`src/include/alu_params.svh`:
```
`ifndef ALU_PARAMS_SVH
`define ALU_PARAMS_SVH

// sizing of the arithmetic unit

// width of one processor bus word
`define ALU_WIDTH 8

// bits handled by one 74LS283-style slice
`define ALU_SLICE 4

// number of chained slices
`define ALU_SLICES (`ALU_WIDTH / `ALU_SLICE)

// carry chain is one bit longer than the slice count
`define ALU_CARRIES (`ALU_SLICES + 1)

`endif

```
`src/logic/alu_pkg.sv`:
```
`include "alu_params.svh"

package alu_pkg;

  // full bus word as seen on the processor bus
  typedef logic [`ALU_WIDTH-1:0] word_t;

  // one slice operand or slice sum
  typedef logic [`ALU_SLICE-1:0] nibble_t;

  // flag register layout
  localparam int FLAG_CARRY = 0;  // carry out of the top slice
  localparam int FLAG_ZERO  = 1;  // result all zeros

  // width of the flag register
  localparam int FLAG_BITS = 2;

  // flag vector type
  typedef logic [FLAG_BITS-1:0] flags_t;

endpackage

```
`src/logic/alu_top.sv`:
```
`timescale 1ns/1ps
`default_nettype none
`include "alu_params.svh"

module alu_top
  import alu_pkg::*;
(
  input  logic       clk,
  input  logic       rst_n,     // sync, active low
  input  word_t      bus_in,    // processor bus in
  input  logic       a_load,    // load A from bus
  input  logic       b_load,    // load B from bus
  input  logic       subtract,  // 1 = A minus B
  input  logic       alu_out,   // put result on bus
  input  logic       flag_fi,   // capture carry and zero
  input  logic       flag_clr,  // zero the flags
  output word_t      bus_out,   // result or zero
  output logic [1:0] flag_out   // {zero, carry}
);

  nibble_t [`ALU_SLICES-1:0]  a_nib;    // A per slice
  nibble_t [`ALU_SLICES-1:0]  b_nib;    // B or ~B per slice
  nibble_t [`ALU_SLICES-1:0]  sum_nib;  // slice sums
  logic    [`ALU_CARRIES-1:0] carry;    // carry chain, [0] is subtract

  // operand registers and B inversion
  operand_stage u_operands (
    .clk      (clk),
    .rst_n    (rst_n),
    .bus_in   (bus_in),
    .a_load   (a_load),
    .b_load   (b_load),
    .subtract (subtract),
    .a_nib    (a_nib),
    .b_nib    (b_nib),
    .cin      (carry[0])  // two's complement +1
  );

  // chained lookahead slices, ripple only between slices
  genvar i;
  generate
    for (i = 0; i < `ALU_SLICES; i++) begin : g_slice
      quad_adder u_adder (
        .a    (a_nib[i]),
        .b    (b_nib[i]),
        .cin  (carry[i]),    // from previous slice
        .sum  (sum_nib[i]),
        .cout (carry[i+1])   // to next slice
      );
    end
  endgenerate

  // flags and bus gating
  flag_stage u_flags (
    .clk      (clk),
    .rst_n    (rst_n),
    .sum_nib  (sum_nib),
    .cout     (carry[`ALU_SLICES]),  // carry out of the top slice
    .alu_out  (alu_out),
    .flag_fi  (flag_fi),
    .flag_clr (flag_clr),
    .bus_out  (bus_out),
    .flag_out (flag_out)
  );

endmodule

`default_nettype wire

```
`src/logic/flag_stage.sv`:
```
`timescale 1ns/1ps
`default_nettype none
`include "alu_params.svh"

module flag_stage
  import alu_pkg::*;
(
  input  logic                       clk,
  input  logic                       rst_n,     // sync, active low
  input  nibble_t [`ALU_SLICES-1:0]  sum_nib,   // slice sums, low slice first
  input  logic                       cout,      // carry out of top slice
  input  logic                       alu_out,   // drive result onto bus
  input  logic                       flag_fi,   // capture flags
  input  logic                       flag_clr,  // clear flags, beats flag_fi
  output word_t                      bus_out,   // zero when not driving
  output logic [1:0]                 flag_out   // {zero, carry}
);

  word_t  result;     // joined slice sums
  logic   zero;       // result all zeros
  flags_t flag_d;     // next flag word
  flags_t flag_reg;   // flag register

  // reassemble the word from the slices
  genvar i;
  generate
    for (i = 0; i < `ALU_SLICES; i++) begin : g_join
      assign result[i*`ALU_SLICE +: `ALU_SLICE] = sum_nib[i];
    end
  endgenerate

  // nor of all result bits
  assign zero = ~|result;

  // flag word in register layout
  always_comb begin
    flag_d             = '0;
    flag_d[FLAG_CARRY] = cout;  // top carry, also the no-borrow bit
    flag_d[FLAG_ZERO]  = zero;
  end

  // flag register, clear wins, otherwise hold unless strobed
  always_ff @(posedge clk) begin
    if (!rst_n) begin
      flag_reg <= '0;
    end else if (flag_clr) begin
      flag_reg <= '0;  // clear overrides capture
    end else if (flag_fi) begin
      flag_reg <= flag_d;  // capture current result
    end
  end

  assign flag_out = flag_reg;

  // no tri-state here, undriven bus reads as zero
  assign bus_out = alu_out ? result : '0;

  // a clear always leaves both flags low
  flag_clr_zeros: assert property (
    @(posedge clk) disable iff (!rst_n)
    flag_clr |=> (flag_out == '0)
  ) else $error("flags not cleared");

  // flags only move on a strobe
  flag_hold: assert property (
    @(posedge clk) disable iff (!rst_n)
    (!flag_fi && !flag_clr) |=> $stable(flag_out)
  ) else $error("flags changed without a strobe");

endmodule

`default_nettype wire

```
`src/logic/operand_stage.sv`:
```
`timescale 1ns/1ps
`default_nettype none
`include "alu_params.svh"

module operand_stage
  import alu_pkg::*;
(
  input  logic                       clk,
  input  logic                       rst_n,     // sync, active low
  input  word_t                      bus_in,    // processor bus
  input  logic                       a_load,    // latch bus into A
  input  logic                       b_load,    // latch bus into B
  input  logic                       subtract,  // level, 1 = A minus B
  output nibble_t [`ALU_SLICES-1:0]  a_nib,     // A split per slice
  output nibble_t [`ALU_SLICES-1:0]  b_nib,     // B or ~B split per slice
  output logic                       cin        // carry into slice 0
);

  word_t a_reg;  // A operand register
  word_t b_reg;  // B operand register
  word_t b_eff;  // B after conditional inversion

  // A register, 74LS173-like load enable
  always_ff @(posedge clk) begin
    if (!rst_n) begin
      a_reg <= '0;  // cleared with the rest of the unit
    end else if (a_load) begin
      a_reg <= bus_in;  // grab bus word
    end
  end

  // B register, independent strobe
  always_ff @(posedge clk) begin
    if (!rst_n) begin
      b_reg <= '0;
    end else if (b_load) begin
      b_reg <= bus_in;  // may load together with A
    end
  end

  // xor-style inverter row on B for two's complement
  assign b_eff = subtract ? ~b_reg : b_reg;

  // the +1 of two's complement enters as slice-0 carry
  assign cin = subtract;

  // split both operands into slice nibbles
  genvar i;
  generate
    for (i = 0; i < `ALU_SLICES; i++) begin : g_split
      assign a_nib[i] = a_reg[i*`ALU_SLICE +: `ALU_SLICE];  // low slice first
      assign b_nib[i] = b_eff[i*`ALU_SLICE +: `ALU_SLICE];
    end
  endgenerate

  // a load strobe must land the sampled bus word in the register
  a_load_lands: assert property (
    @(posedge clk) disable iff (!rst_n)
    a_load |=> (a_reg == $past(bus_in))
  ) else $error("A register missed a load");

  b_load_lands: assert property (
    @(posedge clk) disable iff (!rst_n)
    b_load |=> (b_reg == $past(bus_in))
  ) else $error("B register missed a load");

endmodule

`default_nettype wire

```
`src/logic/quad_adder.sv`:
```
`timescale 1ns/1ps
`default_nettype none
`include "alu_params.svh"

module quad_adder
  import alu_pkg::*;
(
  input  nibble_t a,     // operand a nibble
  input  nibble_t b,     // operand b nibble, already inverted for subtract
  input  logic    cin,   // carry into bit 0
  output nibble_t sum,   // nibble sum
  output logic    cout   // carry out of bit 3
);

  nibble_t g;  // per-bit generate
  nibble_t p;  // per-bit propagate
  nibble_t c;  // carry into each bit

  // generate and propagate terms, one gate level
  assign g = a & b;  // both ones always carry
  assign p = a ^ b;  // exactly one one passes the carry

  // bit 0 carry comes straight from the slice input
  assign c[0] = cin;

  // lookahead carries, each a flat sum of products
  assign c[1] = g[0]
              | (p[0] & cin);  // two terms

  assign c[2] = g[1]
              | (p[1] & g[0])
              | (p[1] & p[0] & cin);  // three terms

  assign c[3] = g[2]
              | (p[2] & g[1])
              | (p[2] & p[1] & g[0])
              | (p[2] & p[1] & p[0] & cin);  // four terms

  // slice carry out, same lookahead form as the '283
  assign cout = g[3]
              | (p[3] & g[2])
              | (p[3] & p[2] & g[1])
              | (p[3] & p[2] & p[1] & g[0])
              | (p[3] & p[2] & p[1] & p[0] & cin);  // five terms

  // sum bits, propagate xor incoming carry
  assign sum = p ^ c;

endmodule

`default_nettype wire

```
`config.mk`:
```
export PLATFORM = sky130hd
export DESIGN_NAME = alu_top
export DESIGN_NICKNAME = d
export VERILOG_FILES = /design/src/logic/alu_pkg.sv /design/src/logic/alu_top.sv /design/src/logic/flag_stage.sv /design/src/logic/operand_stage.sv /design/src/logic/quad_adder.sv
export VERILOG_INCLUDE_DIRS = /design/src /design/src/include
export SDC_FILE = /design/constraint.sdc
export NUM_CORES = 1
export LEC_CHECK = 0
export ABC_CLOCK_PERIOD_IN_PS = 4200
export BUFFER_PORTS_ARGS = -buffer_cell sky130_fd_sc_hd__buf_2
export CAP_MARGIN = 20
export CELL_PAD_IN_SITES_DETAIL_PLACEMENT = 2
export CELL_PAD_IN_SITES_GLOBAL_PLACEMENT = 2
export CORE_ASPECT_RATIO = 1.5
export CORE_MARGIN = 3
export CORE_UTILIZATION = 30
export CTS_BUF_LIST = sky130_fd_sc_hd__clkbuf_2 sky130_fd_sc_hd__clkbuf_4 sky130_fd_sc_hd__clkbuf_8
export DETAILED_ROUTE_END_ITERATION = 10
export PLACE_DENSITY_LB_ADDON = 0.05
export SETUP_SLACK_MARGIN = 0.1
export SLEW_MARGIN = 10
export SYNTH_ARGS = -nofsm -noshare
export SYNTH_HDL_FRONTEND = slang
export SYNTH_SLANG_ARGS = --single-unit
export TNS_END_PERCENT = 10
```
`constraint.sdc`:
```
create_clock -name clk -period 4.2 [get_ports clk]
set_input_delay 0.84 -clock clk [delete_from_list [all_inputs] [get_ports clk]]
set_output_delay 0.84 -clock clk [all_outputs]
set_load 0.02 [all_outputs]
```
== Yosys cells after proc, flatten, opt, wreduce, memory -nomap -nowiden ==
Index checks and enable logic that the tools add are counted.
Word-level totals
  bits in registers: 18
  bits of input ports: 16
  word-level logic and storage cells: 68
  output and inout bits: 10
Cells by class
  bitwise operators: 60
  reduce and logical (&&, ||, !) cells: 3
  multiplexer cells: 2
Operators with widths (count)
  $and 1x1->1: 32
  $or 1x1->1: 20
  $mux 8: 2
  $xor 4x4->4: 4
  $and 4x4->4: 2
  $not 8->8: 1
  $reduce_or 8->1: 1
  $reduce_or 2->1: 1
  $logic_not 1->1: 1
  $not 1->1: 1

== Logic depth before layout (Yosys ltp) ==
Gate-level depths: netlist of run 1.
  depth in word-level cells: 13
  depth in mapped cells: 11
  gate-level depth less buffers: 10

== By module ==
Synthesis of run 1 repeated with hierarchy kept, for this count alone.
Unflattened totals
  cells, all modules: 108
  area total of the unflattened synthesis: 1137.3 sq um
Modules (own cells, without submodules)
  operand_stage: cells each 61, area an instance 693.2 sq um, times used 1, sequential area each 320.3 sq um
  flag_stage: cells each 17, area an instance 163.9 sq um, times used 1, sequential area each 40.0 sq um
  quad_adder at g_slice[0].u_adder: cells each 17, area an instance 147.6 sq um, times used 1, sequential area each 0.0 sq um
  quad_adder at g_slice[1].u_adder: cells each 13, area an instance 132.6 sq um, times used 1, sequential area each 0.0 sq um

== Worst setup path before layout of run 1 ==
No wires, ideal clock.
  path kind: input to output
  start point: input port subtract
  end point: output port bus_out[4]
  stages: 8
  path buffers: 1
  arrival: 2.938 ns
  data required time: 3.360 ns
  slack: 0.422 ns
  cells stage by stage: buf_2 xor2_1 ha_1 and2_4 a221oi_2 and2_4 fa_1 nor2b_1
Between the ends
  longest elaborated chain between the ends: 9
  elaborated cells between the ends (all ways): 17
  classes of those cells: mux (2); bitwise (15)
Ends and longest elaborated chain
  from (decl): RTL line alu_top.sv:13  | input logic subtract,
  $mux 8: RTL line operand_stage.sv:42  | assign b_eff = subtract ? ~b_reg : b_reg;
  $xor 4x4->4 or $and 4x4->4 (tied branches): RTL line quad_adder.sv:21, quad_adder.sv:20
  $and 1x1->1, on equally long branches
  $or 1x1->1 (tied with other cells): RTL line quad_adder.sv:41  | | (p[3] & g[2])
  $or 1x1->1 (tied with other cells): RTL line quad_adder.sv:42  | | (p[3] & p[2] & g[1])
  $or 1x1->1 or $and 1x1->1 (tied branches): RTL line quad_adder.sv:43, quad_adder.sv:44
  $or 1x1->1: RTL line quad_adder.sv:44  | | (p[3] & p[2] & p[1] & p[0] & cin);
  $xor 4x4->4 (*): RTL line quad_adder.sv:47  | assign sum = p ^ c;
  $mux 8 (*): RTL line flag_stage.sv:56  | assign bus_out = alu_out ? result : '0;
  to (decl): RTL line alu_top.sv:17  | output word_t bus_out,
Mark *: on every way between the ends. The rest lies on a longest branch, timed or not.

== Worst setup path after layout of run 1 ==
Ends and elaborated chain as after synthesis.

==> results of run 1 <==
[where the power goes]
part | internal, µW | total (µW) | switching (µW)
clock | 63.6 | 118 | 54.8
combinational | 75.7 | 171 | 95.2
sequential | 180 | 188 | 7.20
total | 320 | 477 | 157
[final timing paths]
check	to	start
worst max-delay path	bus_out[4]	subtract
worst min-delay path	u_flags.flag_out[1]	u_flags.flag_out[1]
worst max register to register	u_flags.flag_out[1]	u_operands.b_reg[3]
worst min register to register	u_flags.flag_out[1]	u_flags.flag_out[1]
[critical path, stage by stage]
cell      delay, ns
buf_2          0.27
xor2_1         0.20
ha_1           0.32
and2_4         0.19
a221oi_2       0.36
and2_4         0.23
fa_1           0.42
nor2b_1        0.11
buf_2          0.16
[metal layers]
layer	up-vias	track usage [%]	routed length, µm
met5	-	0	0
met4	0	4.43	27
met3	2	2.48	121
met2	21	25.6	1610
met1	455	15.0	1190
li1	480	-	-
[layout make-up]
cell class	instances	area share [%]
multi-input cells	99	57.7
flip-flops and latches	18	25.6
repair buffers	25	8.90
well taps	43	3.83
clock buffers	3	2.94
inverters	4	1.07
[synthesized netlist by cell type (2+ instances only)]
library cell / count
dfxtp_1: 18
nor2b_1: 18
mux2i_1: 17
xor2_1: 10
ha_1: 8
and2_1: 7
a21o_1: 4
inv_1: 4
a21oi_1: 3
clkbuf_1: 3
nor2_1: 3
o21ai_0: 3
xnor2_1: 3
and2_4: 2
nand2_1: 2
nand3_1: 2
[per-stage QoR]
step,worst slack (ns),util [%]
floorplan,0.422,-
global placement,0.347,36.4
detailed placement,0.238,36.4
CTS,0.234,37.5
global route,0.151,37.5
finish,0.260,37.5
[kinds of logic after synthesis]
group	synth area share, %
simple gates	21.8
compound gates	12.1
flops	30.0
mux	14.2
xor+xnor	9.47
fa+ha+maj	9.99
buf+inv	2.60
==> run_results.csv, run 1 <==
group,metric,value,unit
detailed_routing,vias,958,
final_layout,nFillCells,432,
min_path,holdCritPathClass,"register to register",
synth,async_flop_share,0,%
setup_path,crit_arrival,3.10,ns
pwr,leakage,0.000670,µW
sta,relSlewSlack,73.4,%
final_layout,register_area,360,µm²
sta,final_hold_viol_count,0,
floorplanning,ios,26,
pwr,power.density,339,mW/mm²
synth,synth_cell_types,34,
floorplanning,dieWidth,57.7,µm
synth,synth_fp_nets,150,
clocking,cts_sinks,18,
clocking,htree_levels,1,
global_route,grt_pass1_wl,5.22,mm
final_layout,diodes,0,
clocking,clk_path_buf_depth,2,
floorplanning,die_y,83.5,µm
synth,synthFlopType,"dfxtp_1",
run,drv_cap,0,
floorplanning,dieArea,0.00482,mm²
synth,yosysSeqAreaShare,30.0,%
detailed_routing,wire_per_inst,15.3,µm
clocking,postCtsSetupBuffers,0,
floorplanning,core-area,0.00375,mm²
place,dp_hpwl,2.53,mm
global_route,antenna_found_initial,0,
detailed_routing,dr.first_iter.drc_count,7,
sta,rsz0062_at_grt,"false",
final_layout,mostFrequentLayoutCell,"buf_2",
synth,yosys_warnings,0,
synth,syn_inst,125,
clocking,cts_hold_buf,0,
clocking,cts.clk_slew.worst_paths,0.07,ns
synth,synth_area_leader_cell,"dfxtp_1",
final_layout,drive_gt1_share,24.2,%
place,place_congestion,0.678,
sta,whs,0.507,ns
pwr,power.total,477,µW
clocking,cts_buffers,3,
final_layout,nets,176,
final_layout,final_area,0.00141,mm²
setup_path,required,3.36,ns
floorplanning,rows,27,
final_layout,final_cell_mix,"buf_2 (25), nor2b_1 (18), dfxtp_1 (18)",
detailed_routing,drt-total-wl,2.95,mm
setup_path,criticalPathCategory,"input port to output pin",
setup_path,crit_path_end_kind,"output pin",
final_layout,multi_input_area,811,µm²
synth,synth_edf_count,0,
pwr,ir_worst_vdd,176,µV
sta,slew_violations,0,
global_route,grt-ovfl-total,0,
setup_path,crit_fanout,11,
setup_path,reg2reg_depth,10,
synth,syn_area,0.00120,mm²
setup_path,startpoint_type,"input port",
run_status,status,"completed",
global_route,grt_pass1_vias,1142,
synth,avgSynthCellArea,9.62,µm²
sta,fin_skew,0.00252,ns
detailed_routing,firstDrtPassIters,2,
synth,synth_top_area_share,30.0,%
place,port_buffers,25,
place,place_inst,189,
clocking,cts_root_buf,"clkbuf_8",
sta,period_minus_slack,3.94,ns
setup_path,reg2reg_slack,1.54,ns
sta,finalSetupTns,0,ns
clocking,cts_tree,"done",
floorplanning,start_util,32.1,%
sta,final.period_utilization,93.8,%
global_route,grt_max_degree,18,
global_route,grt_usage,13.7,%
clocking,clk_latency,0.25,ns
detailed_routing,viasPerCell,4.99,
clocking,cts_resized,0,
detailed_routing,drc_errors,0,
final_layout,syn_to_final_growth,17.0,%
place,place_area,0.00137,mm²
detailed_routing,ant_nets,0,
sta,fmax,254,MHz
synth,synthTopCellsByArea,"dfxtp_1 (30%), mux2i_1 (14%), nor2b_1 (9.4%)",
synth,synth-seq-cells,18,
sta,setup_violations,0,
min_path,min_path_cells,2,
sta,tightest_slew,0.398,ns
final_layout,instances_no_fill,192,
Power figures use the tool's default switching activity.
==> run 2, diff against run 1 <==
--- a/config.mk
+++ b/config.mk
@@ -16,7 +16,9 @@
 export CORE_UTILIZATION = 30
 export CTS_BUF_LIST = sky130_fd_sc_hd__clkbuf_2 sky130_fd_sc_hd__clkbuf_4 sky130_fd_sc_hd__clkbuf_8
 export DETAILED_ROUTE_END_ITERATION = 10
+export GPL_ROUTABILITY_DRIVEN = 0
 export PLACE_DENSITY_LB_ADDON = 0.05
+export RECOVER_POWER = 50
 export SETUP_SLACK_MARGIN = 0.1
 export SLEW_MARGIN = 10
 export SYNTH_ARGS = -nofsm -noshare
==> run_results.csv, run 2 (same netlist as run 1, synthesis figures left out) <==
group,metric,value,unit
final_layout,syn_to_final_growth,16.8,%
floorplanning,start_util,32.1,%
floorplanning,rows,27,
global_route,grt_pass1_wl,5.22,mm
setup_path,crit_arrival,3.10,ns
final_layout,final_cell_mix,"buf_2 (23), nor2b_1 (18), dfxtp_1 (18)",
setup_path,required,3.36,ns
clocking,htree_levels,1,
sta,setup_violations,0,
floorplanning,die_y,83.5,µm
place,dp_hpwl,2.53,mm
sta,whs,0.507,ns
final_layout,drive_gt1_share,22.8,%
clocking,cts_resized,0,
floorplanning,dieArea,0.00482,mm²
final_layout,register_area,360,µm²
sta,rsz0062_at_grt,"false",
sta,final.period_utilization,93.8,%
global_route,antenna_found_initial,0,
detailed_routing,ant_nets,0,
sta,period_minus_slack,3.94,ns
clocking,postCtsSetupBuffers,0,
final_layout,nets,176,
final_layout,final_area,0.00140,mm²
pwr,power.density,340,mW/mm²
run_status,status,"completed",
setup_path,criticalPathCategory,"input port to output pin",
final_layout,fin_util,37.4,%
clocking,cts.clk_slew.worst_paths,0.07,ns
detailed_routing,vias,960,
floorplanning,dieWidth,57.7,µm
detailed_routing,dr.first_iter.drc_count,7,
global_route,grt_usage,13.7,%
clocking,cts_tree,"done",
sta,slew_violations,0,
place,place_ws,0.238,ns
place,place_area,0.00137,mm²
sta,tightest_slew,0.612,ns
clocking,cts_root_buf,"clkbuf_8",
sta,fin_skew,0.00256,ns
detailed_routing,drc_errors,0,
global_route,grt_max_degree,18,
sta,finalSetupTns,0,ns
final_layout,mostFrequentLayoutCell,"buf_2",
run,drv_cap,0,
final_layout,multi_input_area,811,µm²
final_layout,nFillCells,433,
global_route,grt-ovfl-total,0,
detailed_routing,viasPerCell,5.00,
clocking,cts_buffers,3,
setup_path,startpoint_type,"input port",
setup_path,crit_path_end_kind,"output pin",
clocking,clk_path_buf_depth,2,
pwr,ir_worst_vdd,176,µV
sta,final_hold_viol_count,0,
clocking,cts_hold_buf,0,
pwr,leakage,0.000664,µW
clocking,clk_latency,0.25,ns
detailed_routing,wire_per_inst,15.4,µm
final_layout,diodes,0,
global_route,grt_pass1_vias,1142,
setup_path,crit_fanout,11,
min_path,holdCritPathClass,"register to register",
sta,fmax,254,MHz
floorplanning,ios,26,
clocking,cts_sinks,18,
detailed_routing,firstDrtPassIters,2,
place,port_buffers,25,
floorplanning,core-area,0.00375,mm²
detailed_routing,drt-total-wl,2.95,mm
sta,relSlewSlack,59.2,%
sta,setup_ws,0.260,ns
## run 2: final timing paths
kind	startpoint	to	slack, ns	cells after the start
min	u_flags.flag_out[1]	u_flags.flag_out[1]	0.51	2
max	subtract	bus_out[4]	0.26	9
min reg2reg	u_flags.flag_out[1]	u_flags.flag_out[1]	0.51	2
max reg2reg	u_operands.b_reg[3]	u_flags.flag_out[1]	1.54	10
## run 2: final cells by class
cell class              instances  area share (%)
well taps                      43            3.83
repair buffers                 25            8.73
clock buffers                   3            2.94
inverters                       4            1.07
flip-flops and latches         18            25.7
multi-input cells              99            57.8
## run 2: worst max-delay path: stages
cell	delay, ns
buf_2	0.27
xor2_1	0.20
ha_1	0.32
and2_4	0.19
a221oi_2	0.36
and2_4	0.23
fa_1	0.42
nor2b_1	0.11
buf_2	0.16
## run 2: through the flow
stage,instances,power [µW]
6_report,192,477
3_5_place_dp,189,365
2_1_floorplan,125,317
3_3_place_gp,189,356
5_1_grt,192,516
4_1_cts,192,487
## run 2: routing by layer
layer  GRT usage [%]  vias up  wire length (µm)  share of wire, %
met5               0        -                 0                 0
met4            4.43        0                27              0.91
met3            2.48        2               121               4.1
met2            25.6       21              1610                55
met1            15.0      456              1190                40
li1                -      481                 -                 -
## run 2: report_power, final
group | switching, µW | internal [µW]
clock network | 54.9 | 63.6
logic | 95.2 | 75.5
registers | 7.22 | 180
==> run 3, diff against run 2 <==
--- a/config.mk
+++ b/config.mk
@@ -6,6 +6,7 @@
 export SDC_FILE = /design/constraint.sdc
 export NUM_CORES = 1
 export LEC_CHECK = 0
+export ABC_AREA = 1
 export ABC_CLOCK_PERIOD_IN_PS = 4200
 export BUFFER_PORTS_ARGS = -buffer_cell sky130_fd_sc_hd__buf_2
 export CAP_MARGIN = 20
@@ -13,7 +14,7 @@
 export CELL_PAD_IN_SITES_GLOBAL_PLACEMENT = 2
 export CORE_ASPECT_RATIO = 1.5
 export CORE_MARGIN = 3
-export CORE_UTILIZATION = 30
+export CORE_UTILIZATION = 29
 export CTS_BUF_LIST = sky130_fd_sc_hd__clkbuf_2 sky130_fd_sc_hd__clkbuf_4 sky130_fd_sc_hd__clkbuf_8
 export DETAILED_ROUTE_END_ITERATION = 10
 export GPL_ROUTABILITY_DRIVEN = 0
==> run_results.csv, run 3 <==
group,metric,value,unit
sta,fin_skew,0.00563,ns
synth,synth_cell_types,22,
final_layout,drive_gt1_share,16.2,%
sta,final.period_utilization,87.8,%
setup_path,path_delay_family,"adder cells",
floorplanning,die_y,83.9,µm
synth,synthTopCellsByArea,"dfxtp_1 (31%), nor2_1 (14%), nand2_1 (11%)",
sta,period_minus_slack,3.69,ns
synth,synth_top_area_share,30.7,%
synth,avgSynthCellArea,6.59,µm²
clocking,cts_resized,0,
detailed_routing,dr.first_iter.drc_count,23,
clocking,cts_tree,"done",
detailed_routing,ant_nets,0,
synth,synthFlopType,"dfxtp_1",
detailed_routing,wire_per_inst,13.8,µm
clocking,cts_root_buf,"clkbuf_8",
synth,ys_top_cells_by_count,"nor2_1 (43), nand2_1 (34), inv_1 (21), dfxtp_1 (18), o21ai_0 (17)",
run_status,status,"completed",
pwr,ir_worst_vdd,173,µV
final_layout,syn_to_final_growth,17.3,%
setup_path,reg2reg_depth,17,
synth,synth_edf_count,0,
clocking,clk_path_buf_depth,2,
final_layout,final_cell_mix,"nor2_1 (43), nand2_1 (34), buf_2 (23)",
sta,slew_violations,0,
synth,synth-seq-cells,18,
clocking,cts_sinks,18,
place,place_area,0.00134,mm²
final_layout,nets,231,
detailed_routing,vias,1221,
sta,relSlewSlack,75.0,%
setup_path,crit_path_end_kind,"output pin",
detailed_routing,drt-total-wl,3.41,mm
final_layout,final_area,0.00138,mm²
global_route,grt-ovfl-total,0,
sta,tightest_slew,0.375,ns
global_route,antenna_found_initial,0,
clocking,htree_levels,1,
detailed_routing,viasPerCell,4.94,
final_layout,nFillCells,491,
floorplanning,rows,27,
min_path,hold_path_end,"u_flags.flag_out[1]",
global_route,grt_pass1_vias,1322,
place,port_buffers,25,
setup_path,required,3.36,ns
min_path,hold_path_startpoint,"u_flags.flag_out[1]",
synth,syn_inst,178,
synth,syn_area,0.00117,mm²
synth,yosysSeqAreaShare,30.7,%
min_path,holdCritPathClass,"register to register",
global_route,grt_pass1_wl,6.00,mm
sta,setup_violations,0,
setup_path,cp.buffers_inverters,4,
synth,synth_area_leader_cell,"dfxtp_1",
global_route,grt_usage,15.9,%
final_layout,diodes,0,
sta,finalSetupTns,0,ns
sta,fmax,271,MHz
pwr,power.density,351,mW/mm²
min_path,min_path_cells,2,
clocking,cts.clk_slew.worst_paths,0.07,ns
setup_path,crit_fanout,11,
floorplanning,dieArea,0.00486,mm²
setup_path,slowest_stage,"ha_1",
setup_path,reg2reg_from,"u_operands.b_reg[2]",
clocking,postCtsSetupBuffers,0,
sta,final_hold_viol_count,0,
place,place_inst,244,
synth,synth_fp_nets,203,
run,drv_cap,0,
floorplanning,start_util,31.0,%
setup_path,reg2reg_slack,1.61,ns
setup_path,path_cells,"buf_2 -> xor2_1 -> ha_1 -> nand2_1 -> nor2_1 -> nand2_1 -> nand2_2 -> inv_1 -> fa_1 -> nand2_1 -> inv_1 -> nor2_1 -> nor2_1 -> buf_2",
place,dp_hpwl,2.98,mm
clocking,clk_latency,0.26,ns
synth,yosys_warnings,0,
synth,synth_most_common_cell,"nor2_1",
pwr,leakage,0.000732,µW
detailed_routing,drc_errors,0,
clocking,cts_buffers,3,
detailed_routing,firstDrtPassIters,3,
setup_path,critPathMaxStageDelay,0.39,ns
setup_path,criticalPathCategory,"input port to output pin",
setup_path,startpoint_type,"input port",
sta,rsz0062_at_grt,"false",
setup_path,r2r_end,"u_flags.flag_out[1]",
setup_path,crit_arrival,2.85,ns
final_layout,mostFrequentLayoutCell,"nor2_1",
floorplanning,dieWidth,57.9,µm
synth,async_flop_share,0,%
floorplanning,ios,26,
clocking,cts_hold_buf,0,
final_layout,instances_no_fill,247,
global_route,grt_max_degree,18,
floorplanning,core-area,0.00378,mm²
run 3: cell count changes after synthesis, sizes merged, moves of 14 or more:
cell   previous run  this run
inv               4        22
mux2i            17         0
nand2             2        38
nor2              3        44
nor2b            18         0
o21ai             3        17
run 3: through the flow:
stage / hold WS, ns / power [µW] / util [%] / worst slack (ns)
3_3_place_gp: 0.463 / 358 / 35.4 / 0.582
3_5_place_dp: 0.479 / 370 / 35.4 / 0.474
2_1_floorplan: 0.452 / 315 / - / 0.783
4_1_cts: 0.489 / 494 / 36.4 / 0.477
6_report: 0.483 / 483 / 36.4 / 0.514
5_1_grt: 0.504 / 526 / 36.4 / 0.263
run 3: metal layers:
layer,share of wire (%),GRT usage [%],vias to the layer above
li1,-,-,607
met1,41,17.9,585
met3,3.8,2.32,5
met2,53,29.1,24
met5,0,0,-
met4,1.7,5.70,0
run 3: layout make-up:
class	count	area, µm²	area share (%)
inverters	24	92.6	6.73
multi-input cells	134	706	51.3
clock buffers	3	41.3	3.00
repair buffers	25	123	8.91
well taps	43	53.8	3.91
flip-flops and latches	18	360	26.2
run 3: worst max-delay path by stage:
stage	startpoint	endpoint	slack, ns	cells after the start
after floorplan	subtract	bus_out[5]	0.78	12
after global placement	subtract	bus_out[5]	0.58	14
after detailed placement	subtract	bus_out[5]	0.47	14
after CTS	subtract	bus_out[5]	0.48	14
after global routing	subtract	bus_out[5]	0.26	14
final	subtract	bus_out[5]	0.51	14
run 3: worst reg2reg max path, cell delays in order (launching register included):
cell,delay (ns)
dfxtp_1,0.33
xor2_1,0.16
ha_1,0.39
nand2_1,0.10
nor2_1,0.10
nand2_1,0.07
nand2_2,0.08
inv_1,0.05
fa_1,0.38
nand2_1,0.08
inv_1,0.04
nor2_1,0.12
nand3b_1,0.09
nor2_1,0.12
nand2_1,0.08
nor2_2,0.13
nand3_1,0.11
a21oi_2,0.11
run 3: power breakdown:
part	internal [µW]	switching, µW	total (µW)
clock	63.8	58.0	122
combinational	61.8	110	172
sequential	182	7.47	189
total	308	175	483
run 3: logic make-up (layout without fill, tap and decap cells):
logic type	Yosys count	after routing	synth area share, %
buf+inv	26	52	9.17
simple gates	90	90	31.9
compound gates	27	27	12.0
flops	18	18	30.7
fa+ha+maj	9	9	10.2
xor+xnor	8	8	5.97
